==> config.mk <==
export PLATFORM = sky130hd
export DESIGN_NAME = timer_core
export DESIGN_NICKNAME = d
export VERILOG_FILES = /design/src/rtl/soc_pkg.sv /design/src/rtl/timer_core.sv
export VERILOG_INCLUDE_DIRS = /design/src /design/src/rtl
export SDC_FILE = /design/constraint.sdc
export NUM_CORES = 1
export LEC_CHECK = 0
export ABC_AREA = 1
export ABC_CLOCK_PERIOD_IN_PS = 2000
export BUFFER_PORTS_ARGS = -buffer_cell sky130_fd_sc_hd__buf_2
export CORE_MARGIN = 2
export CORE_UTILIZATION = 28
export CTS_CLUSTER_DIAMETER = 120
export DETAILED_ROUTE_END_ITERATION = 10
export GPL_ROUTABILITY_DRIVEN = 1
export GPL_TIMING_DRIVEN = 0
export HOLD_SLACK_MARGIN = 0.02
export SLEW_MARGIN = 30
export SYNTH_ARGS = -nofsm -noshare
export SYNTH_HDL_FRONTEND = slang
export SYNTH_SLANG_ARGS = --single-unit
==> constraint.sdc <==
create_clock -name clk_i -period 2 [get_ports clk_i]
set_clock_uncertainty 0.05 [all_clocks]
set_input_delay 0.2 -clock clk_i [delete_from_list [all_inputs] [get_ports clk_i]]
set_output_delay 0.2 -clock clk_i [all_outputs]
set_load 0.005 [all_outputs]
==> src/rtl/soc_macros.svh <==
`ifndef SOC_MACROS_SVH
`define SOC_MACROS_SVH

// bus and data widths
`define SOC_ADDR_W 16
`define SOC_DATA_W 32

// offset inside one device region
`define SOC_OFFS_W 12

// default depth of the data memory in words
`define SOC_MEM_WORDS 256

// number of gpio pins
`define SOC_GPIO_W 16

// region codes taken from address bits 13:12, code 3 is unmapped
`define SOC_REGION_MEM   2'd0
`define SOC_REGION_TIMER 2'd1
`define SOC_REGION_GPIO  2'd2

`endif
==> src/rtl/soc_pkg.sv <==
`include "soc_macros.svh"

package soc_pkg;

  // host to crossbar, request and response-ready in one struct
  typedef struct packed {
    logic                   a_valid;
    logic                   a_write;
    logic [`SOC_ADDR_W-1:0] a_addr;
    logic [`SOC_DATA_W-1:0] a_wdata;
    logic                   d_ready;
  } bus_req_t;

  // crossbar to host
  typedef struct packed {
    logic                   a_ready;
    logic                   d_valid;
    logic [`SOC_DATA_W-1:0] d_rdata;
    logic                   d_error;
  } bus_rsp_t;

  // crossbar to device, valid is a single-cycle pulse
  typedef struct packed {
    logic                   valid;
    logic                   write;
    logic [`SOC_OFFS_W-1:0] offs;
    logic [`SOC_DATA_W-1:0] wdata;
  } dev_req_t;

  // device to crossbar, one cycle after the request
  typedef struct packed {
    logic                   valid;
    logic [`SOC_DATA_W-1:0] rdata;
  } dev_rsp_t;

  // timer register block to counter
  typedef struct packed {
    logic                   enable;
    logic                   load;
    logic [`SOC_DATA_W-1:0] load_value;
    logic [`SOC_DATA_W-1:0] compare;
  } timer_cfg_t;

  // counter back to the register block
  typedef struct packed {
    logic [`SOC_DATA_W-1:0] count;
    logic                   match;
  } timer_stat_t;

endpackage

==> src/rtl/timer_core.sv <==
`timescale 1ns/1ns
`include "soc_macros.svh"

module timer_core (
  input  logic                 clk_i,
  input  logic                 rst_i,
  input  soc_pkg::timer_cfg_t  cfg_i,
  output soc_pkg::timer_stat_t stat_o
);

  logic [`SOC_DATA_W-1:0] count_q;

  // load has priority over counting
  always_ff @(posedge clk_i) begin
    if (rst_i) begin
      count_q <= '0;
    end else if (cfg_i.load) begin
      count_q <= cfg_i.load_value;
    end else if (cfg_i.enable) begin
      count_q <= count_q + 1'b1;
    end
  end

  assign stat_o.count = count_q;
  // only a running timer can expire
  assign stat_o.match = cfg_i.enable & (count_q == cfg_i.compare);

endmodule

==> flow_metrics.py <==
metrics = {
    "clocking": {
        "clock_latency_ns": 0.29,
        "clock-sinks": 32,
        "cts_max_path_buffers": 2,
        "clkTransAtPathRegs_ns": 0.07,
        "numCtsBuffers": 5,
        "cts_max_level": 2,
        "cts_setup_buffers": 0,
        "cts_tree": "built",
        "cts_root_buffer": "clkbuf_8",
    },
    "run_status": {
        "outcome": "finished, final reports clean",
    },
    "power_and_ir_drop": {
        "ir_drop_uv": 195,
        "power_density_nw_per_um2": 497,
        "power_mw": 1.65,
        "leakagePower_nw": 1.48,
    },
    "global_route": {
        "grt_pass1_vias": 2959,
        "grt_pass1_wl_mm": 14.4,
        "grt.total_usage": 0.185,
        "grt_max_degree": 11,
        "grt.overflow.total": 0,
        "grt_antenna_before_repair": 0,
    },
    "sta": {
        "setup_viol": 0,
        "finalSetupTns_ns": 0,
        "whs_ns": 0.150,
        "clock.fmax_ghz": 0.536,
        "slew_violations": 0,
        "slew_headroom": 0.621,
        "grt_setup_unrepaired": "no",
        "worst_pin_slew_ns": 0.568,
        "hold_violations": 0,
        "fin_crit_sh": 0.933,
        "min_period_ns": 1.87,
    },
    "placed_design": {
        "place.detailed.hpwl_mm": 7.47,
        "gp_congestion": 0.976,
        "portBuffers": 99,
        "place_inst": 622,
    },
    "layout": {
        "fin_nets": 587,
        "syn_to_final_growth_pct": 28.2,
        "regMostFlops": "count_q",
        "biggestRegsByFlops": "count_q x32",
        "layout-drive-gt1-share": 0.272,
        "fin_util": 0.363,
        "largest_reg_flops": 32,
        "final_cell_count_no_fill": 630,
        "diodes": 0,
    },
    "yosys": {
        "synth_edf_count": 0,
        "synth_mux_area_frac": 0,
        "async_flop_share": 0,
        "synth_seq_cells": 32,
        "synth_ff_type": "dfxtp_1",
        "synthSimpleGateAreaFrac": 0.395,
        "synth_top_area_frac": 0.248,
        "yosysTopAreaCell": "dfxtp_1",
        "syn_area_sq_um": 2580,
        "synth_compound_area_frac": 0.174,
        "synth.distinct_cells": 26,
        "ys_seq_area_frac": 0.248,
        "synth_commonest_cells": "nand2_1, nor2_1, inv_1",
        "synth_top_family_by_area": "simple AND/OR/NAND/NOR gates",
        "syn_avg_cell_area_sq_um": 6.27,
        "yosysWarnings": 0,
        "synth_xor_area_frac": 0.0984,
        "synth.most_common_cell": "nand2_1",
        "synth_fa_ha_area_frac": 0.00485,
        "syn_nets": 481,
        "syn-instance-count": 412,
        "synth.area.top_cells": "dfxtp_1, nand2_1, nand3_1",
    },
    "setup_path": {
        "cp_data_required_time_ns": 1.75,
        "critPathCaptureType": "output pin",
        "crit_fanout": 4,
        "cp-start-kind": "register",
        "worstSetupPathType": "reg -> out",
        "cp.arrival_ns": 1.62,
    },
    "routing": {
        "num_vias": 3100,
        "wl_per_cell_um": 14.7,
        "first_iter_violations": 179,
        "vias_per_cell": 4.92,
        "routed_wl_mm": 9.24,
        "drt_pass1_iterations": 6,
        "ant_nets": 0,
        "drc_errors": 0,
    },
    "job": {
        "cap_violations": 0,
    },
    "floorplan": {
        "initial_core_util": 0.283,
        "coreArea_sq_um": 9110,
        "die_h_um": 100,
        "die_x_um": 100,
        "dieArea_sq_um": 10000,
        "pin_count": 101,
        "row_count": 35,
    },
    "worst_hold_path": {
        "hold_path_class": "in -> reg",
    },
}
-- repair_timing --
action | CTS | global route
hold buffers | 0 | 0
resized for setup | 0 | 3
setup endpoints to repair | 0 | 1
-- kinds of logic (layout without fill, tap and decap cells) --
group / after synthesis / after routing
xor gates and xnor gates: 29 / 29
adders and majority gates: 1 / 1
AOI/OAI and AO/OA: 73 / 73
DFF: 32 / 32
and+or+nand+nor: 224 / 224
buffers and inverters: 53 / 160
-- cell type report --
cell class	instances	area (sq um)
Multi-Input combinational cell	327	1730
Timing Repair Buffer	99	495
Clock buffer	8	90.1
Fill cell	988	5800
Buffer	10	46.3
Inverter	43	161
Tap cell	111	139
Sequential cell	32	644
-- metrics by stage --
stage	area [sq um]	setup slack, ns
after floorplan	2580	0.577
after global placement	3220	0.377
after detailed placement	3220	0.356
after CTS	3310	0.122
after global routing	3310	0.00655
final	3310	0.134
-- worst paths after layout --
| kind | from | to | depth (start not counted) | slack (ns) |
|---|---|---|---|---|
| worst max-delay path | count_q[7] | stat_o[0] | 9 | 0.13 |
| worst min-delay path | cfg_i[36] | count_q[4] | 3 | 0.15 |
| worst max register to register | count_q[15] | count_q[26] | 8 | 0.33 |
| worst min register to register | count_q[5] | count_q[5] | 2 | 0.56 |
-- critical path, stage by stage, from the launching register on --
cell and delay [ns]:
dfxtp_1 0.41, inv_1 0.11, nand2_1 0.06, o21ai_0 0.07, nor2_1 0.10, nand2_1 0.06
nor2_1 0.13, nand3_1 0.11, nor2_1 0.13, buf_2 0.14
-- cells in the final DEF (no fill, tap or decap), types with 10 or more instances in the layout --
cell type,synthesis,routed
nand2_1,113,113
o21ai_0,12,12
dfxtp_1,32,29
xnor2_1,10,10
inv_1,40,40
nor2_4,11,11
xor2_1,19,19
a21oi_1,26,26
a22oi_1,23,23
nand3_1,38,38
nor2_1,45,45
buf_2,4,103
-- layer usage --
| metal | routed length, um | global-route usage | vias up |
|---|---|---|---|
| met2 | 4340 | 0.318 | 131 |
| li1 | - | - | 1555 |
| met5 | 0 | 0 | - |
| met1 | 4020 | 0.239 | 1397 |
| met3 | 660 | 0.0292 | 17 |
| met4 | 222 | 0.0580 | 0 |
-- where the power goes --
group / leakage, nW / internal, mW / switching, mW
clock network: 0.0455 / 0.281 / 0.252
registers: 0.265 / 0.677 / 0.0733
logic: 1.17 / 0.167 / 0.197
total: 1.48 / 1.12 / 0.522
Power figures use the tool's default switching activity.
