<file path="config.mk">
export PLATFORM = sky130hd
export DESIGN_NAME = timer_regs
export DESIGN_NICKNAME = d
export VERILOG_FILES = /design/src/rtl/soc_pkg.sv /design/src/rtl/timer_regs.sv
export VERILOG_INCLUDE_DIRS = /design/src /design/src/rtl
export SDC_FILE = /design/constraint.sdc
export NUM_CORES = 1
export LEC_CHECK = 0
export ABC_AREA = 1
export BUFFER_PORTS_ARGS = -buffer_cell sky130_fd_sc_hd__buf_4
export CAP_MARGIN = 20
export CORE_UTILIZATION = 49
export CTS_CLUSTER_DIAMETER = 60
export DETAILED_ROUTE_END_ITERATION = 8
export GPL_TIMING_DRIVEN = 0
export PLACE_DENSITY_LB_ADDON = 0.25
export SLEW_MARGIN = 0
export SYNTH_ARGS = -nofsm -noshare
export SYNTH_HDL_FRONTEND = slang
export SYNTH_SLANG_ARGS = --single-unit
</file>
<file path="constraint.sdc">
create_clock -name clk_i -period 3.4 [get_ports clk_i]
set_input_delay 0.17 -clock clk_i [delete_from_list [all_inputs] [get_ports clk_i]]
set_output_delay 0.17 -clock clk_i [all_outputs]
set_load 0.01 [all_outputs]
</file>
<file path="src/rtl/soc_macros.svh">
`ifndef SOC_MACROS_SVH
`define SOC_MACROS_SVH

// bus and data widths
`define SOC_ADDR_W 16
`define SOC_DATA_W 32

// offset inside one device region
`define SOC_OFFS_W 12

// default depth of the data memory in words
`define SOC_MEM_WORDS 256

// number of gpio pins
`define SOC_GPIO_W 16

// region codes taken from address bits 13:12, code 3 is unmapped
`define SOC_REGION_MEM   2'd0
`define SOC_REGION_TIMER 2'd1
`define SOC_REGION_GPIO  2'd2

`endif
</file>
<file path="src/rtl/soc_pkg.sv">
`include "soc_macros.svh"

package soc_pkg;

  // host to crossbar, request and response-ready in one struct
  typedef struct packed {
    logic                   a_valid;
    logic                   a_write;
    logic [`SOC_ADDR_W-1:0] a_addr;
    logic [`SOC_DATA_W-1:0] a_wdata;
    logic                   d_ready;
  } bus_req_t;

  // crossbar to host
  typedef struct packed {
    logic                   a_ready;
    logic                   d_valid;
    logic [`SOC_DATA_W-1:0] d_rdata;
    logic                   d_error;
  } bus_rsp_t;

  // crossbar to device, valid is a single-cycle pulse
  typedef struct packed {
    logic                   valid;
    logic                   write;
    logic [`SOC_OFFS_W-1:0] offs;
    logic [`SOC_DATA_W-1:0] wdata;
  } dev_req_t;

  // device to crossbar, one cycle after the request
  typedef struct packed {
    logic                   valid;
    logic [`SOC_DATA_W-1:0] rdata;
  } dev_rsp_t;

  // timer register block to counter
  typedef struct packed {
    logic                   enable;
    logic                   load;
    logic [`SOC_DATA_W-1:0] load_value;
    logic [`SOC_DATA_W-1:0] compare;
  } timer_cfg_t;

  // counter back to the register block
  typedef struct packed {
    logic [`SOC_DATA_W-1:0] count;
    logic                   match;
  } timer_stat_t;

endpackage

</file>
<file path="src/rtl/timer_regs.sv">
`timescale 1ns/1ns
`include "soc_macros.svh"

module timer_regs (
  input  logic                 clk_i,
  input  logic                 rst_i,
  input  soc_pkg::dev_req_t    req_i,
  output soc_pkg::dev_rsp_t    rsp_o,
  output soc_pkg::timer_cfg_t  cfg_o,
  input  soc_pkg::timer_stat_t stat_i,
  output logic                 irq_o
);

  localparam logic [`SOC_OFFS_W-1:0] CTRL_OFFS   = 'h000;
  localparam logic [`SOC_OFFS_W-1:0] COUNT_OFFS  = 'h004;
  localparam logic [`SOC_OFFS_W-1:0] CMP_OFFS    = 'h008;
  localparam logic [`SOC_OFFS_W-1:0] STATUS_OFFS = 'h00c;
  localparam logic [`SOC_OFFS_W-1:0] INTEN_OFFS  = 'h010;

  logic                   wr;
  logic                   enable_q;
  logic [`SOC_DATA_W-1:0] compare_q;
  logic                   status_q;
  logic                   inten_q;
  logic [`SOC_DATA_W-1:0] rdata;
  logic                   rsp_valid_q;
  logic [`SOC_DATA_W-1:0] rsp_rdata_q;

  assign wr = req_i.valid & req_i.write;

  always_ff @(posedge clk_i) begin
    if (rst_i) begin
      enable_q    <= 1'b0;
      compare_q   <= '0;
      status_q    <= 1'b0;
      inten_q     <= 1'b0;
      rsp_valid_q <= 1'b0;
    end else begin
      rsp_valid_q <= req_i.valid;
      if (wr && req_i.offs == CTRL_OFFS) enable_q <= req_i.wdata[0];
      if (wr && req_i.offs == CMP_OFFS) compare_q <= req_i.wdata;
      if (wr && req_i.offs == INTEN_OFFS) inten_q <= req_i.wdata[0];
      // a match in the same cycle beats the clear
      if (stat_i.match) begin
        status_q <= 1'b1;
      end else if (wr && req_i.offs == STATUS_OFFS && req_i.wdata[0]) begin
        status_q <= 1'b0;
      end
    end
  end

  always_comb begin
    case (req_i.offs)
      CTRL_OFFS:   rdata = {{(`SOC_DATA_W-1){1'b0}}, enable_q};
      COUNT_OFFS:  rdata = stat_i.count;
      CMP_OFFS:    rdata = compare_q;
      STATUS_OFFS: rdata = {{(`SOC_DATA_W-1){1'b0}}, status_q};
      INTEN_OFFS:  rdata = {{(`SOC_DATA_W-1){1'b0}}, inten_q};
      default:     rdata = '0;
    endcase
  end

  always_ff @(posedge clk_i) begin
    if (req_i.valid) rsp_rdata_q <= req_i.write ? '0 : rdata;
  end

  assign rsp_o.valid = rsp_valid_q;
  assign rsp_o.rdata = rsp_rdata_q;

  // load pulse comes straight from the count write
  assign cfg_o.enable     = enable_q;
  assign cfg_o.load       = wr & (req_i.offs == COUNT_OFFS);
  assign cfg_o.load_value = req_i.wdata;
  assign cfg_o.compare    = compare_q;

  assign irq_o = status_q & inten_q;

endmodule

</file>
==> results.json <==
{
  "synth_top_area_share_pct": 27.12,
  "drt_iter0_markers": 142,
  "cp-end-kind": "primary output",
  "cts-root-buf": "clkbuf_8",
  "path_class": "in -> out",
  "cts.sinks": 68,
  "antenna_found_initial": 0,
  "rsz0062_at_grt": "false",
  "hold_class": "in -> reg",
  "slew_headroom_pct": 67.97,
  "yosysWarnings": 0,
  "cts_resized": 0,
  "antennaDiodeCount": 0,
  "cts_hold_buf": 0,
  "synthCells": 504,
  "drc": 0,
  "crit_fanout": 10,
  "max_freq_mhz": 597.6,
  "dieHeight_um": 87.04,
  "viasPerCell": 4.508,
  "row_count": 30,
  "syn-cell-area_um2": 3543,
  "min_period_ps": 1673,
  "grt_pass1_vias": 3250,
  "grt_pass1_wl_um": 14480,
  "clock_latency_ps": 330,
  "syn2layout_area_growth_pct": 47.35,
  "r2r-start": "compare_q[0]$_SDFFE_PP0P_",
  "coreArea_um2": 6907,
  "finalSetupTns_ps": 0,
  "drv_cap": 0,
  "io_buffers": 180,
  "reg2reg_to": "rsp_rdata_q[0]$_SDFFCE_PP0P_",
  "postCtsSetupRepairBufs": 0,
  "synth_commonest_cells": "nand2_1 (172), nor2_1 (108), inv_1 (81)",
  "htreeDepth": 3,
  "synth_edf_count": 32,
  "avgSynthCellArea_um2": 7.031,
  "r2r_slack_ps": 2470,
  "ys_seq_area_share_pct": 47.46,
  "overflow": 0,
  "period_share_pct": 49.21,
  "drive_gt1_share_pct": 34.71,
  "dieArea_um2": 7575,
  "setup_viol": 0,
  "synth_largest_area_cell": "edfxtp_1",
  "ys_types": 18,
  "power_leakage_nw": 2.775,
  "yosys-top-cells-area": "edfxtp_1 (27%), dfxtp_1 (20%), nand2_1 (18%)",
  "fin_hold_ws_ps": 32.23,
  "tightest_slew_ps": 480.5,
  "worstSetupStartpoint": "req_i[43]",
  "endpoint": "cfg_o[64]",
  "grt_max_degree": 35,
  "finalWirelength_um": 9578,
  "die_x_um": 87.04,
  "nets": 776,
  "fill_cells": 552,
  "grt_usage_pct": 24.95,
  "synth_seq_cells": 68,
  "path_clk_slew_ps": 70,
  "wl_per_cell_um": 12.03,
  "ir_worst_vdd_mv": 0.2455,
  "pwr_density_cell_nw_per_um2": 338.3,
  "numCtsBuffers": 9,
  "ios": 181,
  "gp_congestion": 0.9165,
  "yosys.cell_count.top_type": "nand2_1",
  "worst-r2r-cell-count": 4,
  "cts_tree": "done",
  "final_util_pct": 75.60,
  "finalHoldViolations": 0,
  "ys_async_sr_fraction_pct": 0,
  "vias": 3588,
  "cp-start-kind": "input pin",
  "first_pass_iters": 4,
  "synth_ff_type": "dfxtp_1",
  "start_util_pct": 51.30,
  "maxSlewViolCount": 0,
  "worstPathRequired_ps": 3230,
  "syn_nets": 585,
  "finalPower_mw": 1.766,
  "fin_skew_ps": 6.843,
  "status": "finished, final reports clean",
  "dp_hpwl_um": 7333,
  "antenna_left": 0,
  "worst_ep_arrival_time_ps": 1500,
  "cts_buffer_depth": 2
}
registers in the layout (all words and copies together) (netlist names):
name / count
compare_q: 32
rsp_rdata_q: 32
enable_q: 1
inten_q: 1
rsp_valid_q: 1
status_q: 1
power by group:
part | internal (mW) | switching, mW | total (mW)
logic | 0.125 | 0.0811 | 0.206
clock network | 0.401 | 0.286 | 0.687
registers | 0.868 | 0.00461 | 0.873
total | 1.39 | 0.372 | 1.77
critical path, cell delays in order:
cell and delay [ps]:
buf_4 110, nor2_1 100, nand2_1 110, nor2_4 210, and2_0 160, buf_2 180
buf_4 210, inv_1 50, nor2_1 80, buf_4 120
cell families (layout without fill, tap and decap cells):
family	count (synthesis)	count (layout)	synth area share, %
buffers and inverters	135	331	19.42
AO/OA/AOI/OAI	8	8	1.130
flip-flops	68	68	47.46
AND/OR/NAND/NOR	293	293	31.99
stage by stage:
step | setup WS, ps | instance area, µm² | instances
final | 1727 | 5221 | 796
after global routing | 1539 | 5221 | 796
after CTS | 1736 | 5221 | 796
after detailed placement | 1691 | 5015 | 780
after global placement | 1647 | 5015 | 780
after floorplan | 2099 | 3543 | 504
area by class of cell:
type	instances	area, µm²	area share, %
flip-flops and latches	68	1682	32.21
repair buffers	180	1351	25.88
multi-input cells	301	1174	22.48
plain buffers	54	384.1	7.357
inverters	81	304.0	5.823
clock buffers	15	176.4	3.379
well taps	96	120.1	2.300
clock inverters	1	30.03	0.5751
per-layer routing:
metal,global-route usage (%),wire length [µm],share of wire [%],up-vias
li1,-,-,-,1819
met1,28.27,3838,40,1607
met2,46.03,4961,52,150
met3,4.739,629,6.6,12
met4,9.697,149,1.6,0
met5,0,0,0,-
placed cells by master, fill, tap and decap left out:
| cell | Yosys | layout |
|---|---|---|
| a21oi_1 | 2 | 2 |
| and2_0 | 1 | 1 |
| and2_1 | 1 | 1 |
| buf_1 | 3 | 3 |
| buf_2 | 4 | 4 |
| buf_4 | 41 | 221 |
| buf_6 | 3 | 3 |
| bufinv_16 | 0 | 1 |
| clkbuf_1 | 3 | 6 |
| clkbuf_8 | 0 | 12 |
| dfxtp_1 | 36 | 36 |
| edfxtp_1 | 32 | 32 |
| inv_1 | 81 | 81 |
| nand2_1 | 172 | 172 |
| nand2_4 | 1 | 1 |
| nand3_1 | 7 | 7 |
| nand4_1 | 2 | 2 |
| nor2_1 | 108 | 108 |
| nor2_4 | 1 | 1 |
| o21ai_0 | 6 | 6 |
how the worst min path moves through the flow:
stage          depth (start not counted)  slack [ps]                      to   from
2_1_floorplan                          1         240   status_q$_SDFFE_PP0P_  rst_i
3_3_place_gp                           2         360   status_q$_SDFFE_PP0P_  rst_i
3_5_place_dp                           2         370  rsp_valid_q$_SDFF_PP0_  rst_i
4_1_cts                                2          20  rsp_valid_q$_SDFF_PP0_  rst_i
5_1_grt                                2          30    inten_q$_SDFFE_PP0P_  rst_i
6_report                               2          30  rsp_valid_q$_SDFF_PP0_  rst_i
No activity file was read; power rests on OpenSTA's default activity.
