## src/rtl/soc_macros.svh

```systemverilog
`ifndef SOC_MACROS_SVH
`define SOC_MACROS_SVH

// bus and data widths
`define SOC_ADDR_W 16
`define SOC_DATA_W 32

// offset inside one device region
`define SOC_OFFS_W 12

// default depth of the data memory in words
`define SOC_MEM_WORDS 256

// number of gpio pins
`define SOC_GPIO_W 16

// region codes taken from address bits 13:12, code 3 is unmapped
`define SOC_REGION_MEM   2'd0
`define SOC_REGION_TIMER 2'd1
`define SOC_REGION_GPIO  2'd2

`endif
```

## src/rtl/soc_pkg.sv

```systemverilog
`include "soc_macros.svh"

package soc_pkg;

  // host to crossbar, request and response-ready in one struct
  typedef struct packed {
    logic                   a_valid;
    logic                   a_write;
    logic [`SOC_ADDR_W-1:0] a_addr;
    logic [`SOC_DATA_W-1:0] a_wdata;
    logic                   d_ready;
  } bus_req_t;

  // crossbar to host
  typedef struct packed {
    logic                   a_ready;
    logic                   d_valid;
    logic [`SOC_DATA_W-1:0] d_rdata;
    logic                   d_error;
  } bus_rsp_t;

  // crossbar to device, valid is a single-cycle pulse
  typedef struct packed {
    logic                   valid;
    logic                   write;
    logic [`SOC_OFFS_W-1:0] offs;
    logic [`SOC_DATA_W-1:0] wdata;
  } dev_req_t;

  // device to crossbar, one cycle after the request
  typedef struct packed {
    logic                   valid;
    logic [`SOC_DATA_W-1:0] rdata;
  } dev_rsp_t;

  // timer register block to counter
  typedef struct packed {
    logic                   enable;
    logic                   load;
    logic [`SOC_DATA_W-1:0] load_value;
    logic [`SOC_DATA_W-1:0] compare;
  } timer_cfg_t;

  // counter back to the register block
  typedef struct packed {
    logic [`SOC_DATA_W-1:0] count;
    logic                   match;
  } timer_stat_t;

endpackage

```

## src/rtl/bus_xbar.sv

```systemverilog
`timescale 1ns/1ns
`include "soc_macros.svh"

module bus_xbar (
  input  logic              clk_i,
  input  logic              rst_i,
  input  soc_pkg::bus_req_t host_req_i,
  output soc_pkg::bus_rsp_t host_rsp_o,
  output soc_pkg::dev_req_t mem_req_o,
  output soc_pkg::dev_req_t timer_req_o,
  output soc_pkg::dev_req_t gpio_req_o,
  input  soc_pkg::dev_rsp_t mem_rsp_i,
  input  soc_pkg::dev_rsp_t timer_rsp_i,
  input  soc_pkg::dev_rsp_t gpio_rsp_i
);
  import soc_pkg::*;

  logic                   accept;
  logic [1:0]             region;
  dev_req_t               dev_req;
  logic                   pend_q;
  logic                   wait_q;
  logic [1:0]             region_q;
  logic                   dev_valid;
  logic [`SOC_DATA_W-1:0] dev_rdata;
  logic                   dev_error;
  logic                   rsp_valid_q;
  logic [`SOC_DATA_W-1:0] rsp_rdata_q;
  logic                   rsp_error_q;

  // one transaction in flight, so a_ready simply follows the pending flag
  assign accept = host_req_i.a_valid & ~pend_q;
  assign region = host_req_i.a_addr[`SOC_OFFS_W +: 2];

  assign dev_req.valid = accept;
  assign dev_req.write = host_req_i.a_write;
  assign dev_req.offs  = {host_req_i.a_addr[`SOC_OFFS_W-1:2], 2'b00};
  assign dev_req.wdata = host_req_i.a_wdata;

  always_comb begin
    mem_req_o         = dev_req;
    mem_req_o.valid   = accept & (region == `SOC_REGION_MEM);
    timer_req_o       = dev_req;
    timer_req_o.valid = accept & (region == `SOC_REGION_TIMER);
    gpio_req_o        = dev_req;
    gpio_req_o.valid  = accept & (region == `SOC_REGION_GPIO);
  end

  // pick the answering device, region 3 is answered here with an error
  always_comb begin
    dev_error = 1'b0;
    case (region_q)
      `SOC_REGION_MEM: begin
        dev_valid = mem_rsp_i.valid;
        dev_rdata = mem_rsp_i.rdata;
      end
      `SOC_REGION_TIMER: begin
        dev_valid = timer_rsp_i.valid;
        dev_rdata = timer_rsp_i.rdata;
      end
      `SOC_REGION_GPIO: begin
        dev_valid = gpio_rsp_i.valid;
        dev_rdata = gpio_rsp_i.rdata;
      end
      default: begin
        dev_valid = 1'b1;
        dev_rdata = '0;
        dev_error = 1'b1;
      end
    endcase
  end

  always_ff @(posedge clk_i) begin
    if (rst_i) begin
      pend_q      <= 1'b0;
      wait_q      <= 1'b0;
      region_q    <= '0;
      rsp_valid_q <= 1'b0;
    end else begin
      if (accept) begin
        pend_q   <= 1'b1;
        wait_q   <= 1'b1;
        region_q <= region;
      end
      if (wait_q && dev_valid) begin
        wait_q      <= 1'b0;
        rsp_valid_q <= 1'b1;
      end
      // response leaves once the host takes it
      if (rsp_valid_q && host_req_i.d_ready) begin
        rsp_valid_q <= 1'b0;
        pend_q      <= 1'b0;
      end
    end
  end

  // held unchanged while the host stalls
  always_ff @(posedge clk_i) begin
    if (wait_q && dev_valid) begin
      rsp_rdata_q <= dev_rdata;
      rsp_error_q <= dev_error;
    end
  end

  assign host_rsp_o.a_ready = ~pend_q;
  assign host_rsp_o.d_valid = rsp_valid_q;
  assign host_rsp_o.d_rdata = rsp_rdata_q;
  assign host_rsp_o.d_error = rsp_error_q;

endmodule

```

## config.mk

```make
export PLATFORM = sky130hd
export DESIGN_NAME = bus_xbar
export DESIGN_NICKNAME = d
export VERILOG_FILES = /design/src/rtl/soc_pkg.sv /design/src/rtl/bus_xbar.sv
export VERILOG_INCLUDE_DIRS = /design/src /design/src/rtl
export SDC_FILE = /design/constraint.sdc
export NUM_CORES = 1
export LEC_CHECK = 0
export BUFFER_PORTS_ARGS = -buffer_cell sky130_fd_sc_hd__buf_2
export CAP_MARGIN = 20
export CORE_AREA = 2 2 125 127
export CTS_CLUSTER_SIZE = 40
export DETAILED_ROUTE_END_ITERATION = 8
export DIE_AREA = 0 0 127 129
export PLACE_DENSITY = 0.62
export RECOVER_POWER = 25
export SYNTH_ARGS = -nofsm -noshare
export SYNTH_HDL_FRONTEND = slang
export SYNTH_SLANG_ARGS = --single-unit
```

## constraint.sdc

```tcl
create_clock -name clk_i -period 1.39 [get_ports clk_i]
set_input_delay 0.0695 -clock clk_i [delete_from_list [all_inputs] [get_ports clk_i]]
set_output_delay 0.0695 -clock clk_i [all_outputs]
set_load 0.01 [all_outputs]
```

==> results.json, run 1 <==
{
  "outcome": "complete, no violations",
  "hold_viol_final": 0,
  "ys_seq_area_frac": 0.369,
  "crit_buf_inv": 1,
  "synth_warnings": 0,
  "drt_wl_total_um": 8900,
  "rsz0062_at_grt": "true",
  "leakage_nw": 1.29,
  "hold_ws_ps": 34.1,
  "cts-root-buf": "clkbuf_16",
  "skew_ps": 3.15,
  "layout.nets": 474,
  "grt_pass1_wl_um": 11600,
  "h-tree-depth": 2,
  "worstSetupPathType": "flop to flop",
  "synth_seq_cells": 38,
  "multi_input_area_um2": 818,
  "p_per_area_mw_per_mm2": 965,
  "synth_cell_types": 22,
  "worstPathArrival_ps": 1420,
  "dp_cells": 499,
  "grt_start_max_net_pins": 31,
  "layout_worst_path_cycle_share": 0.996,
  "rrSetupSlack_ps": 6,
  "layout_common_cells": "buf_2 (142), mux2i_1 (33), nand2_1 (33), o21ai_1 (33), edfxtp_1 (33)",
  "cts_tree": "yes",
  "rr_startpoint": "region_q[0]",
  "slowest_stage": "dfxtp_4",
  "dieArea_mm2": 0.0164,
  "utilization": 0.209,
  "rr_endpoint": "rsp_rdata_q[21]",
  "tns_ps": 0,
  "required_ps": 1420,
  "initial_core_util": 0.197,
  "whs_endpoint": "region_q[0]",
  "insertion_delay_ps": 280,
  "min_period_ps": 1380,
  "drive_gt1_frac": 0.511,
  "drv_cap": 0,
  "dpl.hpwl_um": 6860,
  "track_usage": 0.0967,
  "vias_per_cell": 3.85,
  "path_delay_family": "flip-flops",
  "setup-violations-final": 0,
  "synthCells": 307,
  "crit_fanout": 17,
  "grt_overflow": 0,
  "io_pins": 325,
  "die_x_um": 127,
  "synth_top_area_frac": 0.348,
  "hold_path_depth": 2,
  "routedWlPerCell_um": 17.4,
  "dr.pass1.iters": 4,
  "fmax_mhz": 723,
  "worstPathCellList": "mux2_4, o221a_4, buf_12",
  "diodes": 0,
  "syn_avg_cell_area_um2": 9.62,
  "syn_area_mm2": 0.00295,
  "drt_iter0_drc": 93,
  "clkTransAtPathRegs_ps": 60,
  "finalWeightedCongestion": 0.701,
  "grt_pass1_vias": 1850,
  "cp_slowest_stage_delay_ps": 360,
  "std_cell_rows": 45,
  "r2r_cells": 3,
  "irDropWorstVdd_mv": 0.414,
  "total_power_mw": 3.02,
  "cts_made_buffers": 5,
  "stdcell_count": 511,
  "area_growth_pct": 5.97,
  "die_height_um": 129,
  "yosysTopAreaCell": "buf_4",
  "hp-start": "rst_i",
  "finalMaxSlewViolations": 0,
  "synth.top_cells.by_area": "buf_4 (35%), edfxtp_1 (34%), mux2i_1 (12%)",
  "antenna_left": 0,
  "cp-end-kind": "flop",
  "seq_area_mm2": 0.00110,
  "portBuffers": 142,
  "layout_commonest_cell": "buf_2",
  "core_area_mm2": 0.0150,
  "hold_class": "primary input to flop",
  "drc_errors": 0,
  "clock-sinks": 38,
  "startpoint_type": "flop",
  "cts_max_path_buffers": 2,
  "antenna_found_initial": 1,
  "fillCellCount": 1654,
  "critPathLaunch": "region_q[0]",
  "vias": 1967
}
-- cell type report --
type / instances / share of cell area
Inverter: 1 / 0.00120
Clock buffer: 6 / 0.0412
Clock inverter: 2 / 0.00280
Tap cell: 188 / 0.0751
Timing Repair Buffer: 151 / 0.268
Multi-Input combinational cell: 125 / 0.261
Sequential cell: 38 / 0.350
-- Yosys cell counts (all sizes together) --
cell    count
buf       146
mux2i      34
edfxtp     33
nand2      33
o21ai      33
dfxtp       5
nor2        4
clkbuf      3
nor3b       3
nand2b      2
nor2b       2
nor3        2
a211oi      1
and2        1
conb        1
inv         1
mux2        1
o221a       1
o221ai      1
-- logic make-up after synthesis --
kind of cell	after synthesis	synth area share
compound gates	36	0.0682
mux	35	0.120
flops	38	0.369
simple gates	47	0.0703
other cells	1	0.00127
buf+inv	150	0.371
-- where the power goes --
part / switching (mW) / internal, mW
Sequential: 0.0276 / 1.33
Clock: 0.418 / 0.655
Combinational: 0.294 / 0.292
-- how the worst max path moves through the flow --
stage                       to  slack, ps  cells past startpoint
2_1_floorplan      rsp_error_q        -20                      3
3_3_place_gp   rsp_rdata_q[22]        -50                      2
3_5_place_dp   rsp_rdata_q[22]        -70                      2
4_1_cts        rsp_rdata_q[16]         10                      4
5_1_grt        rsp_rdata_q[26]        -10                      3
6_report       rsp_rdata_q[21]          6                      3
-- registers in the layout, summed over array words and instances (netlist names) --
| name | count |
|---|---|
| pend_q | 1 |
| region_q | 2 |
| rsp_error_q | 1 |
| rsp_rdata_q | 32 |
| rsp_valid_q | 1 |
| wait_q | 1 |
-- worst reg2reg max path, cell delays in order, from the launching register on --
cell and delay [ps]:
dfxtp_4 360, mux2_4 340, o221a_4 280, buf_12 150
-- per-stage QoR --
step                setup WS, ps  cell area (µm²)
global route               -10.7             3130
floorplan                  -21.7             2970
global placement           -54.0             2900
detailed placement         -67.7             2900
finish                      6.11             3130
CTS                         12.5             3070
-- what timing repair did --
action,CTS,global route
hold buffers,1,0
setup buffers,0,1
endpoints found under the hold margin,1,0
endpoints found under the setup margin,34,61
pin swaps,0,2
cloned,1,1
resized for setup,3,3
-- per-layer routing --
layer / up-vias / global-route usage / wire [µm]
met5: - / 0 / 0
met4: 0 / 0.0323 / 132
met3: 9 / 0.0644 / 1430
met2: 212 / 0.183 / 4770
met1: 832 / 0.0810 / 2570
li1: 914 / - / -
(Power assumes the default switching activity.)
==> run 2: changes to the inputs <==
MAX_ROUTING_LAYER = met4   (was default)
==> run 2 against run 1 <==
  * Sequential share of layout area hardly changed
  * Total power about the same
  * Sequential cell count did not move
  * Largest power group unchanged
  * Critical endpoint unchanged
  * Cell count rose by 0.20%
  * Non-clock buffer count is the same
  * Clock-buffer cell count stayed put
  * Sequential power barely moved
  * First-iteration DRC count increased by 34%
  * Clock skew is essentially flat
  * Critical path depth stayed put
==> results.json, run 2 (synthesis gave the netlist of run 1 again) <==
{
  "drt_wl_total_um": 8880,
  "total_power_mw": 3.02,
  "hold_class": "primary input to flop",
  "cts_tree": "yes",
  "area_growth_pct": 6.06,
  "vias": 1970,
  "antenna_left": 0,
  "grt_pass1_wl_um": 11600,
  "dr.pass1.iters": 4,
  "leakage_nw": 1.29,
  "vias_per_cell": 3.85,
  "setup-violations-final": 0,
  "largest_reg_flops": 32,
  "p_per_area_mw_per_mm2": 965,
  "dp_cells": 499,
  "clkTransAtPathRegs_ps": 60,
  "min_period_ps": 1380,
  "required_ps": 1420,
  "core_area_mm2": 0.0150,
  "drv_cap": 0,
  "track_usage": 0.0995,
  "drc_errors": 0,
  "die_x_um": 127,
  "rsz0062_at_grt": "true",
  "top_register": "rsp_rdata_q",
  "stdcell_count": 512,
  "portBuffers": 142,
  "finalWeightedCongestion": 0.708,
  "layout_commonest_cell": "buf_2",
  "cp-end-kind": "flop",
  "initial_core_util": 0.197,
  "met1_usage": 0.0800,
  "dieArea_mm2": 0.0164,
  "insertion_delay_ps": 280,
  "startpoint_type": "flop",
  "layout_worst_path_cycle_share": 0.996,
  "io_pins": 325,
  "outcome": "complete, no violations",
  "finalMaxSlewViolations": 0,
  "routedWlPerCell_um": 17.3,
  "crit_fanout": 17,
  "h-tree-depth": 2,
  "std_cell_rows": 45,
  "hold_viol_final": 0,
  "fmax_mhz": 722,
  "antenna_found_initial": 1,
  "cts-root-buf": "clkbuf_16",
  "grt_pass1_vias": 1856,
  "seq_area_mm2": 0.00110,
  "fillCellCount": 1653,
  "use_met2": 0.183,
  "multi_input_area_um2": 818,
  "clock-sinks": 38,
  "skew_ps": 3.36,
  "worstSetupPathType": "flop to flop",
  "layout_common_cells": "buf_2 (142), mux2i_1 (33), nand2_1 (33), o21ai_1 (33), edfxtp_1 (33)",
  "layout.nets": 474,
  "worstPathArrival_ps": 1420,
  "grt_start_max_net_pins": 31,
  "drt_iter0_drc": 125,
  "irDropWorstVdd_mv": 0.414,
  "globalRouteMet3Util": 0.0640,
  "dpl.hpwl_um": 6860,
  "drive_gt1_frac": 0.511,
  "grt-busiest-layer": "met2",
  "cts_made_buffers": 5,
  "reg_top3": "rsp_rdata_q: 32 flops, region_q: 2 flops",
  "grt_overflow": 0,
  "cts_max_path_buffers": 2,
  "die_height_um": 129
}
[run 2: final cells by class]
type,instances,share of cell area
well taps,188,0.0751
clock inverters,2,0.00280
inverters,1,0.00120
flip-flops and latches,38,0.350
multi-input cells,125,0.261
clock buffers,6,0.0411
diodes,1,0.000799
repair buffers,151,0.268
[run 2: final timing paths]
| kind | slack (ps) | to | start | cells after the start |
|---|---|---|---|---|
| setup / recovery | 6 | rsp_rdata_q[21] | region_q[0] | 3 |
| hold / removal | 30 | region_q[0] | rst_i | 2 |
| setup reg to reg | 6 | rsp_rdata_q[21] | region_q[0] | 3 |
| hold reg to reg | 520 | rsp_valid_q | rsp_valid_q | 2 |
[run 2: worst max-delay path: stages, from the launching register on]
cell,delay (ps)
dfxtp_4,360
mux2_4,340
o221a_4,270
buf_12,150
[run 2: where the power goes]
part | switching [mW] | internal (mW) | total [mW]
Sequential | 0.0271 | 1.33 | 1.36
Clock | 0.419 | 0.655 | 1.07
Combinational | 0.294 | 0.292 | 0.587
[run 2: per-layer routing]
metal | vias up | share of wire | routed length [µm]
li1 | 918 | - | -
met1 | 831 | 0.29 | 2600
met2 | 210 | 0.53 | 4740
met3 | 11 | 0.16 | 1400
met4 | 0 | 0.016 | 140
met5 | - | 0 | 0
[run 2: what timing repair did]
item	in CTS	in global routing
setup endpoints to repair	34	61
gates cloned	1	1
hold endpoints to repair	1	0
buffers inserted	0	1
pin swaps	0	2
resized for setup	3	3
hold buffers	1	0
[run 2: stage by stage]
step | hold slack (ps) | setup slack [ps] | area, µm² | TNS (ps) | util
2_1_floorplan | 134 | -21.7 | 2970 | -716 | -
3_3_place_gp | 139 | -54.0 | 2900 | -1630 | 0.194
3_5_place_dp | 139 | -67.7 | 2900 | -2080 | 0.194
4_1_cts | 24.2 | 12.5 | 3070 | 0 | 0.205
5_1_grt | 30.6 | -10.7 | 3130 | -118 | 0.209
6_report | 34.3 | 5.71 | 3130 | 0 | 0.209
