## config.mk

```make
export PLATFORM = sky130hd
export DESIGN_NAME = gpio_regs
export DESIGN_NICKNAME = d
export VERILOG_FILES = /design/src/rtl/soc_pkg.sv /design/src/rtl/gpio_regs.sv
export VERILOG_INCLUDE_DIRS = /design/src /design/src/rtl
export SDC_FILE = /design/constraint.sdc
export NUM_CORES = 1
export LEC_CHECK = 0
export BUFFER_PORTS_ARGS = -buffer_cell sky130_fd_sc_hd__clkbuf_2
export CORE_ASPECT_RATIO = 0.7
export CORE_UTILIZATION = 57
export CTS_BUF_LIST = sky130_fd_sc_hd__clkbuf_16
export CTS_CLUSTER_SIZE = 16
export DETAILED_ROUTE_END_ITERATION = 10
export PLACE_DENSITY_LB_ADDON = 0.25
export SETUP_SLACK_MARGIN = 0.1
export SYNTH_ARGS = -nofsm -noshare
export SYNTH_HDL_FRONTEND = slang
export SYNTH_SLANG_ARGS = --single-unit
```

## constraint.sdc

```tcl
create_clock -name clk_i -period 4.3 [get_ports clk_i]
set_input_delay 0.43 -clock clk_i [delete_from_list [all_inputs] [get_ports clk_i]]
set_output_delay 0.43 -clock clk_i [all_outputs]
set_load 0.005 [all_outputs]
```

## src/rtl/soc_macros.svh

```systemverilog
`ifndef SOC_MACROS_SVH
`define SOC_MACROS_SVH

// bus and data widths
`define SOC_ADDR_W 16
`define SOC_DATA_W 32

// offset inside one device region
`define SOC_OFFS_W 12

// default depth of the data memory in words
`define SOC_MEM_WORDS 256

// number of gpio pins
`define SOC_GPIO_W 16

// region codes taken from address bits 13:12, code 3 is unmapped
`define SOC_REGION_MEM   2'd0
`define SOC_REGION_TIMER 2'd1
`define SOC_REGION_GPIO  2'd2

`endif
```

## src/rtl/soc_pkg.sv

```systemverilog
`include "soc_macros.svh"

package soc_pkg;

  // host to crossbar, request and response-ready in one struct
  typedef struct packed {
    logic                   a_valid;
    logic                   a_write;
    logic [`SOC_ADDR_W-1:0] a_addr;
    logic [`SOC_DATA_W-1:0] a_wdata;
    logic                   d_ready;
  } bus_req_t;

  // crossbar to host
  typedef struct packed {
    logic                   a_ready;
    logic                   d_valid;
    logic [`SOC_DATA_W-1:0] d_rdata;
    logic                   d_error;
  } bus_rsp_t;

  // crossbar to device, valid is a single-cycle pulse
  typedef struct packed {
    logic                   valid;
    logic                   write;
    logic [`SOC_OFFS_W-1:0] offs;
    logic [`SOC_DATA_W-1:0] wdata;
  } dev_req_t;

  // device to crossbar, one cycle after the request
  typedef struct packed {
    logic                   valid;
    logic [`SOC_DATA_W-1:0] rdata;
  } dev_rsp_t;

  // timer register block to counter
  typedef struct packed {
    logic                   enable;
    logic                   load;
    logic [`SOC_DATA_W-1:0] load_value;
    logic [`SOC_DATA_W-1:0] compare;
  } timer_cfg_t;

  // counter back to the register block
  typedef struct packed {
    logic [`SOC_DATA_W-1:0] count;
    logic                   match;
  } timer_stat_t;

endpackage

```

## src/rtl/gpio_regs.sv

```systemverilog
`timescale 1ns/1ns
`include "soc_macros.svh"

module gpio_regs (
  input  logic                   clk_i,
  input  logic                   rst_i,
  input  soc_pkg::dev_req_t      req_i,
  output soc_pkg::dev_rsp_t      rsp_o,
  input  logic [`SOC_GPIO_W-1:0] gpio_i,
  output logic [`SOC_GPIO_W-1:0] gpio_o,
  output logic [`SOC_GPIO_W-1:0] gpio_oe_o,
  output logic                   irq_o
);

  localparam logic [`SOC_OFFS_W-1:0] OUT_OFFS    = 'h000;
  localparam logic [`SOC_OFFS_W-1:0] OE_OFFS     = 'h004;
  localparam logic [`SOC_OFFS_W-1:0] IN_OFFS     = 'h008;
  localparam logic [`SOC_OFFS_W-1:0] STATUS_OFFS = 'h00c;
  localparam logic [`SOC_OFFS_W-1:0] INTEN_OFFS  = 'h010;

  logic                   wr;
  logic [`SOC_GPIO_W-1:0] out_q;
  logic [`SOC_GPIO_W-1:0] oe_q;
  logic [`SOC_GPIO_W-1:0] in_meta_q;
  logic [`SOC_GPIO_W-1:0] in_sync_q;
  logic [`SOC_GPIO_W-1:0] in_prev_q;
  logic [`SOC_GPIO_W-1:0] rise;
  logic [`SOC_GPIO_W-1:0] status_q;
  logic [`SOC_GPIO_W-1:0] inten_q;
  logic [`SOC_GPIO_W-1:0] rdata;
  logic                   rsp_valid_q;
  logic [`SOC_DATA_W-1:0] rsp_rdata_q;

  assign wr   = req_i.valid & req_i.write;
  assign rise = in_sync_q & ~in_prev_q;

  always_ff @(posedge clk_i) begin
    if (rst_i) begin
      out_q       <= '0;
      oe_q        <= '0;
      in_meta_q   <= '0;
      in_sync_q   <= '0;
      in_prev_q   <= '0;
      status_q    <= '0;
      inten_q     <= '0;
      rsp_valid_q <= 1'b0;
    end else begin
      rsp_valid_q <= req_i.valid;
      // two stage synchronizer, then one more flop for edge detect
      in_meta_q   <= gpio_i;
      in_sync_q   <= in_meta_q;
      in_prev_q   <= in_sync_q;
      if (wr && req_i.offs == OUT_OFFS) out_q <= req_i.wdata[`SOC_GPIO_W-1:0];
      if (wr && req_i.offs == OE_OFFS) oe_q <= req_i.wdata[`SOC_GPIO_W-1:0];
      if (wr && req_i.offs == INTEN_OFFS) inten_q <= req_i.wdata[`SOC_GPIO_W-1:0];
      // new edges win against write-1-to-clear
      if (wr && req_i.offs == STATUS_OFFS) begin
        status_q <= (status_q & ~req_i.wdata[`SOC_GPIO_W-1:0]) | rise;
      end else begin
        status_q <= status_q | rise;
      end
    end
  end

  always_comb begin
    case (req_i.offs)
      OUT_OFFS:    rdata = out_q;
      OE_OFFS:     rdata = oe_q;
      IN_OFFS:     rdata = in_sync_q;
      STATUS_OFFS: rdata = status_q;
      INTEN_OFFS:  rdata = inten_q;
      default:     rdata = '0;
    endcase
  end

  always_ff @(posedge clk_i) begin
    if (req_i.valid) rsp_rdata_q <= req_i.write ? '0 : `SOC_DATA_W'(rdata);
  end

  assign rsp_o.valid = rsp_valid_q;
  assign rsp_o.rdata = rsp_rdata_q;

  assign gpio_o    = out_q;
  assign gpio_oe_o = oe_q;
  assign irq_o     = |(status_q & inten_q);

endmodule

```

==> results of run 1 <==
## flip-flops by register name, summed over array words and instances (netlist names)
register     cells
in_prev_q       16
rsp_rdata_q     16
in_sync_q       16
gpio_oe_o       16
gpio_o          16
inten_q         16
in_meta_q       16
rsp_valid_q      1
status_q        16
## worst reg2reg max path: stages (launching register included)
cell and delay (ns):
dfxtp_1 0.33, mux2i_1 0.15, o22ai_1 0.18, a22o_1 0.30
## through the flow
stage,utilization (%),instances,worst slack (ns)
finish,71.5,683,1.91
global route,71.5,683,1.67
CTS,71.5,683,1.96
detailed placement,64.7,651,1.51
global placement,64.7,651,1.57
floorplan,-,478,2.49
## cell families (layout without fill, tap and decap cells)
family                 Yosys count  in the layout  synth area share, %
other                            1             16               0.0726
DFF                            129            129                 53.1
buffers and inverters           44            129                 5.50
and+or+nand+nor                152            152                 16.9
muxes                           80             80                 15.5
AOI/OAI and AO/OA               57             57                 8.87
## Yosys cell counts (all sizes together)
library cell and instances:
clkbuf 15, and4 2, conb 1, a22o 20, nand2b 16, nor3 4
nand4 3, o22ai 16, nor4 2, and3b 2, buf 29, a221oi 4
mux2i 80, nor2 50, nand4b 1, and4b 1, o21ai 1, and3 1
a311oi 16, nor4b 1, nand2 4, dfxtp 113, nor2b 65, edfxtp 16
## layer usage
layer | part of all wire [%] | global-route usage [%] | vias to the layer above | routed length [um]
met5 | 0 | 0 | - | 0
met4 | 1.2 | 9.87 | 0 | 141
met3 | 7.3 | 7.60 | 16 | 849
met2 | 44 | 40.6 | 168 | 5130
met1 | 47 | 35.3 | 1776 | 5510
li1 | - | - | 1793 | -
## final cells by class
type | instances | area (um2)
clock buffers | 17 | 425
clock inverters | 15 | 166
fillers | 648 | 2450
multi-input cells | 305 | 2190
flip-flops and latches | 129 | 2740
well taps | 120 | 150
repair buffers | 97 | 488
## power by group through the flow
stage / sequential, W / combinational (W) / clock [W]
3_5_place_dp: 0.00129 / 0.000121 / 0
2_1_floorplan: 0.00129 / 0.0000810 / 0
4_1_cts: 0.00127 / 0.000121 / 0.00144
5_1_grt: 0.00127 / 0.000135 / 0.00149
6_report: 0.00127 / 0.000122 / 0.00142
3_3_place_gp: 0.00129 / 0.000117 / 0
## worst min path at each step
| stage | from | endpoint | slack [ns] | cells past startpoint |
|---|---|---|---|---|
| CTS | gpio_i[3] | in_meta_q[3]$_SDFF_PP0_ | 0.21 | 2 |
| floorplan | in_meta_q[0]$_SDFF_PP0_ | in_sync_q[0]$_SDFF_PP0_ | 0.41 | 1 |
| global placement | in_meta_q[8]$_SDFF_PP0_ | in_sync_q[8]$_SDFF_PP0_ | 0.42 | 1 |
| finish | gpio_i[7] | in_meta_q[7]$_SDFF_PP0_ | 0.22 | 2 |
| global route | gpio_i[12] | in_meta_q[12]$_SDFF_PP0_ | 0.22 | 2 |
| detailed placement | in_meta_q[4]$_SDFF_PP0_ | in_sync_q[4]$_SDFF_PP0_ | 0.42 | 1 |
==> flow_metrics.env, run 1 <==
export IMPL_status="finished clean"
export IMPL_dp_final_hpwl_um=7630
export IMPL_synth_distinct_cells=31
export IMPL_hold_class="in -> reg"
export IMPL_avgSynthCellArea_um2=11.2
export IMPL_r2r_slack_ns=3.10
export IMPL_arrival_ns=2.64
export IMPL_firstDrtPassIters=4
export IMPL_mostFrequentLayoutCell="dfxtp_1"
export IMPL_netlist_area_um2=5160
export IMPL_cp_num_buf_inv=1
export IMPL_final_cell_area_um2=6160
export IMPL_drc=0
export IMPL_cts_root_buf="clkbuf_16"
export IMPL_rsz0062_at_grt="false"
export IMPL_leakagePower_nw=2.75
export IMPL_pwr_share_seq_pct=45.1
export IMPL_clkTransAtPathRegs_ns=0.05
export IMPL_worstSkewPairLatency_ns=0.42
export IMPL_holdWs_ns=0.219
export IMPL_drv_cap=0
export IMPL_crit_path_end_kind="register"
export IMPL_crit_chain="clkbuf_2 > nor4b_1 > and4_1 > mux2i_1 > nor2_1"
export IMPL_area_growth_pct=19.4
export IMPL_critical_path_top_delay_family="simple AND/OR/NAND/NOR gates"
export IMPL_critPathKind="in -> reg"
export IMPL_worstPathRequired_ns=4.56
export IMPL_first_iter_violations=319
export IMPL_grt_max_degree=114
export IMPL_p_sw_share_pct=21.5
export IMPL_clock_skew_ns=0.00437
export IMPL_finalWeightedCongestion=0.866
export IMPL_antennaDiodeCount=0
export IMPL_cts_resized=0
export IMPL_first_global_vias=3444
export IMPL_syn_inst=463
export IMPL_r2r_end="rsp_rdata_q[14]$_SDFFCE_PP0P_"
export IMPL_finalWirelength_um=11600
export IMPL_vias_per_cell=5.49
export IMPL_max_freq_mhz=419
export IMPL_max_stage_delay_ns=0.99
export IMPL_p_switching_w=0.000606
export IMPL_io_pins=130
export IMPL_period_share_pct=55.5
export IMPL_cp_slowest_cell="and4_1"
export IMPL_pwr_density_cell_nw_per_um2=456
export IMPL_row_count=28
export IMPL_r2r_cells=3
export IMPL_slew_violations=0
export IMPL_cts_sinks=129
export IMPL_die_h_um=81.6
export IMPL_p_int_w=0.00221
export IMPL_ys_warn_count=0
export IMPL_slew_headroom_pct=18.1
export IMPL_clockBufferDepth=2
export IMPL_holdBufCountCts=0
export IMPL_grt_pass1_wl_um=17900
export IMPL_port_buffers=97
export IMPL_h_tree_depth=4
export IMPL_grt_antenna_before_repair=0
export IMPL_p_comb_share_pct=4.4
export IMPL_cp_depth=5
export IMPL_final_nets=614
export IMPL_start_kind="primary input"
export IMPL_r2r_start="gpio_o[14]$_SDFFE_PP0P_"
export IMPL_endpoint="gpio_oe_o[6]$_SDFFE_PP0P_"
export IMPL_antenna_left=0
export IMPL_ys_ff_latch=129
export IMPL_hold_violations=0
export IMPL_globalRouteTotalUtil_pct=26.3
export IMPL_final_cell_mix="dfxtp_1, clkbuf_2, mux2i_1"
export IMPL_finalSetupViolations=0
export IMPL_cts_tree="built"
export IMPL_cts_setup_buffers=0
export IMPL_wl_per_cell_um=17.0
export IMPL_vdd_drop_max_uv=256
export IMPL_synth_top_area_share_pct=43.8
export IMPL_die_w_um=116
export IMPL_tightest_slew_ns=1.22
export IMPL_cts_buffers=17
export IMPL_core_um2=8620
export IMPL_synth_top_area_cell="dfxtp_1"
export IMPL_worst_path_max_fanout=22
export IMPL_setup_tns_ns=0
export IMPL_dieArea_um2=9450
export IMPL_dpl_instance_area_um2=5570
export IMPL_crit_start="req_i[36]"
export IMPL_drive_gt1_share_pct=23.8
export IMPL_synth_area_leaders="dfxtp_1, mux2i_1, edfxtp_1"
export IMPL_power_w=0.00281
export IMPL_power_frac_clock_pct=50.6
export IMPL_ys_seq_area_share_pct=53.1
export IMPL_start_util_pct=59.9
export IMPL_grt_ovfl_total=0
export IMPL_vias=3753
export IMPL_finalCriticalPeriod_ns=2.39
(Power assumes the default switching activity.)
==> run 2: changes to the inputs <==
--- a/config.mk
+++ b/config.mk
@@ -8,7 +8,7 @@
 export LEC_CHECK = 0
 export BUFFER_PORTS_ARGS = -buffer_cell sky130_fd_sc_hd__clkbuf_2
 export CORE_ASPECT_RATIO = 0.7
-export CORE_UTILIZATION = 57
+export CORE_UTILIZATION = 53
 export CTS_BUF_LIST = sky130_fd_sc_hd__clkbuf_16
 export CTS_CLUSTER_SIZE = 16
 export DETAILED_ROUTE_END_ITERATION = 10
==> constraint.sdc (replaced) <==
create_clock -name clk_i -period 2.3 [get_ports clk_i]
set_input_delay 0.23 -clock clk_i [delete_from_list [all_inputs] [get_ports clk_i]]
set_output_delay 0.23 -clock clk_i [all_outputs]
set_load 0.005 [all_outputs]
==> run 2 against run 1 <==
Utilization is 3.9 points lower. Via count is 0.56% lower. Sequential power is 87% higher. Final area is 1.5% higher. Register-to-register slack worse by 2.0 ns. Combinational power is 98% higher. Final cell count is 2.3% higher. Clock-buffer cell count stayed put. Power is 85% higher. Largest power group unchanged.
==> flow_metrics.env, run 2 (synthesized netlist as in run 1, its figures left out) <==
export IMPL_holdBufCountCts=0
export IMPL_start_kind="register"
export IMPL_vias=3732
export IMPL_worstSkewPairLatency_ns=0.41
export IMPL_status="finished clean"
export IMPL_period_share_pct=80.2
export IMPL_dp_final_hpwl_um=8090
export IMPL_fin_ws_ns=0.455
export IMPL_row_count=29
export IMPL_finalCriticalPeriod_ns=1.85
export IMPL_hold_violations=0
export IMPL_first_iter_violations=248
export IMPL_die_w_um=120
export IMPL_globalRouteTotalUtil_pct=24.3
export IMPL_max_freq_mhz=542
export IMPL_port_buffers=97
export IMPL_start_util_pct=55.8
export IMPL_antenna_left=0
export IMPL_finalWeightedCongestion=0.863
export IMPL_cts_tree="built"
export IMPL_worst_path_max_fanout=3
export IMPL_io_pins=130
export IMPL_h_tree_depth=4
export IMPL_clockBufferDepth=2
export IMPL_hold_class="in -> reg"
export IMPL_grt_antenna_before_repair=0
export IMPL_rsz0062_at_grt="false"
export IMPL_finalSetupViolations=0
export IMPL_nFillCells=716
export IMPL_finalWirelength_um=11700
export IMPL_final_nets=626
export IMPL_mostFrequentLayoutCell="dfxtp_1"
export IMPL_final_cell_mix="dfxtp_1, clkbuf_2, mux2i_1"
export IMPL_drc=0
export IMPL_power_w=0.00520
export IMPL_arrival_ns=1.62
export IMPL_cts_setup_buffers=0
export IMPL_clkTransAtPathRegs_ns=0.05
export IMPL_cts_sinks=129
export IMPL_place_ws_ns=0.263
export IMPL_cts_resized=0
export IMPL_tightest_slew_ns=0.816
export IMPL_area_growth_pct=21.3
export IMPL_clock_skew_ns=0.00949
export IMPL_drv_cap=0
export IMPL_grt_pass1_wl_um=18300
export IMPL_cts_root_buf="clkbuf_16"
export IMPL_firstDrtPassIters=4
export IMPL_vias_per_cell=5.34
export IMPL_setup_tns_ns=0
export IMPL_dieArea_um2=10100
export IMPL_pwr_density_cell_nw_per_um2=831
export IMPL_die_h_um=84.6
export IMPL_first_global_vias=3509
export IMPL_slew_violations=0
export IMPL_cts_buffers=17
export IMPL_worstPathRequired_ns=2.07
export IMPL_leakagePower_nw=2.81
export IMPL_slew_headroom_pct=45.5
export IMPL_vdd_drop_max_uv=629
export IMPL_antennaDiodeCount=0
export IMPL_grt_max_degree=69
export IMPL_crit_path_end_kind="output pin"
export IMPL_drive_gt1_share_pct=24.7
export IMPL_wl_per_cell_um=16.8
export IMPL_critPathKind="reg -> out"
export IMPL_holdWs_ns=0.0287
export IMPL_core_um2=9250
export IMPL_grt_ovfl_total=0
export IMPL_final_util_pct=67.7
[run 2: cell count changes in the layout (fill, tap and decap cells not counted)]
cell        previous run  this run
buf_4                  1        12
clkinv_2               2         1
clkinv_4               4         2
inv_4                  2         0
clkinv_1               3         4
clkinvlp_4             1         2
inv_1                  0         3
buf_12                 0         1
[run 2: routing by layer]
layer	part of all wire, %	vias to the layer above	track usage (%)
li1	-	1813	-
met1	46	1767	32.8
met2	45	136	36.5
met3	7.5	16	6.79
met4	1.4	0	10.3
met5	0	-	0
[run 2: final timing paths]
kind / start / endpoint / slack, ns / cells past startpoint
max reg2reg: gpio_oe_o[14]$_SDFFE_PP0P_ / rsp_rdata_q[14]$_SDFFCE_PP0P_ / 1.13 / 3
max: status_q[13]$_SDFF_PP0_ / irq_o / 0.45 / 4
min reg2reg: in_meta_q[4]$_SDFF_PP0_ / in_sync_q[4]$_SDFF_PP0_ / 0.43 / 1
min: gpio_i[5] / in_meta_q[5]$_SDFF_PP0_ / 0.03 / 2
[run 2: worst max-delay path: stages (launching register included)]
cell and delay (ns):
dfxtp_1 0.33, a22o_1 0.23, a221oi_1 0.32, nand4_1 0.17, clkbuf_2 0.15
[run 2: metrics by stage]
step | instances | instance area [um2]
finish | 699 | 6260
global route | 699 | 6260
CTS | 699 | 6260
detailed placement | 667 | 5680
global placement | 667 | 5680
floorplan | 478 | 5220
[run 2: power breakdown]
group | internal (W) | switching (W) | total, W
registers | 0.00234 | 0.0000303 | 0.00237
clock network | 0.00167 | 0.000919 | 0.00259
logic | 0.000105 | 0.000136 | 0.000241
total | 0.00412 | 0.00109 | 0.00520
[run 2: area by class of cell]
class                           instances  area [um2]  area share, %
Timing Repair Buffer                  109         591           9.43
Tap cell                              124         155           2.48
Multi-Input combinational cell        305        2190           35.0
Sequential cell                       129        2740           43.8
Clock inverter                         15         154           2.46
Clock buffer                           17         425           6.80
==> run 3: changes to the inputs <==
--- a/config.mk
+++ b/config.mk
@@ -6,9 +6,10 @@
 export SDC_FILE = /design/constraint.sdc
 export NUM_CORES = 1
 export LEC_CHECK = 0
+export ABC_AREA = 1
 export BUFFER_PORTS_ARGS = -buffer_cell sky130_fd_sc_hd__clkbuf_2
 export CORE_ASPECT_RATIO = 0.7
-export CORE_UTILIZATION = 53
+export CORE_UTILIZATION = 48
 export CTS_BUF_LIST = sky130_fd_sc_hd__clkbuf_16
 export CTS_CLUSTER_SIZE = 16
 export DETAILED_ROUTE_END_ITERATION = 10
==> constraint.sdc (replaced) <==
create_clock -name clk_i -period 1.58 [get_ports clk_i]
set_input_delay 0.158 -clock clk_i [delete_from_list [all_inputs] [get_ports clk_i]]
set_output_delay 0.158 -clock clk_i [all_outputs]
set_load 0.005 [all_outputs]
==> run 3 against run 2 <==
Final cell count increased by 38%. Synthesized area increased by 2.9%. Flip-flop and latch count unchanged. Routed wire length increased by 10%. Register-to-register slack got worse by 0.56 ns. Worst setup slack got worse by 0.44 ns. Combinational power increased by 51%. Via count increased by 24%. Critical path depth increased by 1. Highest routed layer unchanged.
==> flow_metrics.env, run 3 <==
export IMPL_finalSetupViolations=0
export IMPL_antenna_left=0
export IMPL_critPathKind="reg -> out"
export IMPL_area_growth_pct=26.4
export IMPL_pwr_density_cell_nw_per_um2=1100
export IMPL_finalWeightedCongestion=0.880
export IMPL_clockBufferDepth=2
export IMPL_start_util_pct=50.3
export IMPL_netlist_area_um2=5310
export IMPL_mostFrequentLayoutCell="dfxtp_1"
export IMPL_dp_final_hpwl_um=9460
export IMPL_grt_antenna_before_repair=0
export IMPL_wl_met2_um=5400
export IMPL_slew_violations=0
export IMPL_wl_per_cell_um=13.4
export IMPL_synth_distinct_cells=29
export IMPL_hold_violations=0
export IMPL_hold_class="in -> reg"
export IMPL_clkTransAtPathRegs_ns=0.06
export IMPL_cts_tree="built"
export IMPL_syn_inst=689
export IMPL_max_freq_mhz=639
export IMPL_die_h_um=90.0
export IMPL_fin_cells=963
export IMPL_h_tree_depth=4
export IMPL_p_int_w=0.00581
export IMPL_ys_seq_area_share_pct=51.6
export IMPL_cts_sinks=129
export IMPL_row_count=31
export IMPL_power_frac_clock_pct=48.2
export IMPL_final_nets=866
export IMPL_vdd_drop_max_uv=758
export IMPL_drt_met1_wl_um=6280
export IMPL_worstSkewPairLatency_ns=0.41
export IMPL_place_ws_ns=0.0579
export IMPL_vias=4641
export IMPL_synth_area_leaders="dfxtp_1, nand3_1, edfxtp_1"
export IMPL_globalRouteTotalUtil_pct=23.0
export IMPL_wl_met3_um=1160
export IMPL_port_buffers=97
export IMPL_synth_common_cells="dfxtp_1, nand2_1, inv_1, nand3_1, nor2_1"
export IMPL_synth_most_common_cell="dfxtp_1"
export IMPL_holdWs_ns=0.0440
export IMPL_die_w_um=128
export IMPL_vias_per_cell=4.82
export IMPL_final_cell_mix="dfxtp_1, inv_1, nand2_1"
export IMPL_finalCriticalPeriod_ns=1.57
export IMPL_cts_setup_buffers=0
export IMPL_synth_edf_count=16
export IMPL_synth_top_area_cell="dfxtp_1"
export IMPL_top_layer_used="met4"
export IMPL_status="finished clean"
export IMPL_p_switching_w=0.00158
export IMPL_start_kind="register"
export IMPL_clock_skew_ns=0.0122
export IMPL_nFillCells=922
export IMPL_firstDrtPassIters=5
export IMPL_drive_gt1_share_pct=20.2
export IMPL_leakagePower_nw=2.89
export IMPL_cts_root_buf="clkbuf_16"
export IMPL_arrival_ns=1.41
export IMPL_finalWirelength_um=12900
export IMPL_fin_ws_ns=0.0140
export IMPL_async_flop_share_pct=0
export IMPL_worstPathRequired_ns=1.42
export IMPL_first_iter_violations=357
export IMPL_first_global_vias=4035
export IMPL_post_place_cells=915
export IMPL_drv_cap=0
export IMPL_ys_flop_type="dfxtp_1"
export IMPL_grt_ovfl_total=0
export IMPL_ys_ff_latch=129
export IMPL_drc=0
export IMPL_period_share_pct=99.1
export IMPL_pwr_share_seq_pct=46.9
export IMPL_rsz0062_at_grt="true"
export IMPL_dieArea_um2=11500
export IMPL_multi_input_area_um2=1950
export IMPL_worst_path_max_fanout=3
export IMPL_avgSynthCellArea_um2=7.71
export IMPL_grt_pass1_wl_um=20400
export IMPL_cts_buffers=17
export IMPL_power_w=0.00738
export IMPL_grt_max_degree=49
export IMPL_io_pins=130
export IMPL_crit_path_end_kind="output pin"
export IMPL_seq_area_um2=2750
export IMPL_p_sw_share_pct=21.3
export IMPL_antennaDiodeCount=0
export IMPL_p_comb_share_pct=4.9
export IMPL_core_um2=10600
export IMPL_ys_warn_count=0
export IMPL_synth_top_area_share_pct=42.6
-- run 3: cell types whose count changed after synthesis, sizes merged, moves of 65 or more --
cell   change
nor2b     -65
nand3    +100
nand2    +100
inv      +105
mux2i     -80
-- run 3: metrics by stage --
| stage | setup TNS [ns] | area, um2 | util, % |
|---|---|---|---|
| global route | -0.0482 | 6710 | 63.6 |
| detailed placement | 0 | 5990 | 56.8 |
| finish | 0 | 6710 | 63.6 |
| CTS | -0.0126 | 6710 | 63.6 |
| floorplan | 0 | 5370 | - |
| global placement | 0 | 5990 | 56.8 |
-- run 3: critical path: stages, from the launching register on --
cell and delay [ns]:
dfxtp_2 0.34, nand2_1 0.07, nand2_1 0.06, a221oi_2 0.23, nand3_1 0.16, clkbuf_2 0.14
-- run 3: repair_timing --
action / in CTS / in global routing
endpoints found under the setup margin: 1 / 1
pin swaps: 3 / 1
hold endpoints to repair: 16 / 0
hold buffers: 16 / 0
resized for setup: 3 / 3
-- run 3: routing by layer --
layer	vias to the layer above	GRT usage, %
met5	-	0
met4	0	6.18
met3	9	5.36
met2	208	32.7
met1	2050	34.6
li1	2374	-
-- run 3: path summary, 6_finish.rpt --
path / start / endpoint / slack, ns / cells past startpoint
max: status_q[2]$_SDFF_PP0_ / irq_o / 0.01 / 5
min: req_i[13] / gpio_o[13]$_SDFFE_PP0P_ / 0.04 / 3
max reg2reg: gpio_oe_o[0]$_SDFFE_PP0P_ / rsp_rdata_q[0]$_SDFFCE_PP0P_ / 0.57 / 4
min reg2reg: in_meta_q[0]$_SDFF_PP0_ / in_sync_q[0]$_SDFF_PP0_ / 0.40 / 2
-- run 3: layout make-up --
| class | count | share of cell area (%) |
|---|---|---|
| Clock buffer | 17 | 6.34 |
| Clock inverter | 15 | 1.70 |
| Inverter | 106 | 5.94 |
| Multi-Input combinational cell | 418 | 29.0 |
| Sequential cell | 129 | 40.9 |
| Tap cell | 148 | 2.76 |
| Timing Repair Buffer | 130 | 13.4 |
-- run 3: logic make-up after synthesis --
group / share of synthesized area, %
and+or+nand+nor: 24.7
AOI/OAI and AO/OA: 10.5
DFF: 51.6
buffers and inverters: 13.1
other: 0.0706
-- run 3: power by group through the flow --
| stage | clock [W] | combinational [W] | sequential, W |
|---|---|---|---|
| floorplan | 0 | 0.000190 | 0.00351 |
| global placement | 0 | 0.000318 | 0.00352 |
| detailed placement | 0 | 0.000328 | 0.00352 |
| CTS | 0.00359 | 0.000359 | 0.00346 |
| global route | 0.00376 | 0.000402 | 0.00346 |
| finish | 0.00356 | 0.000363 | 0.00346 |
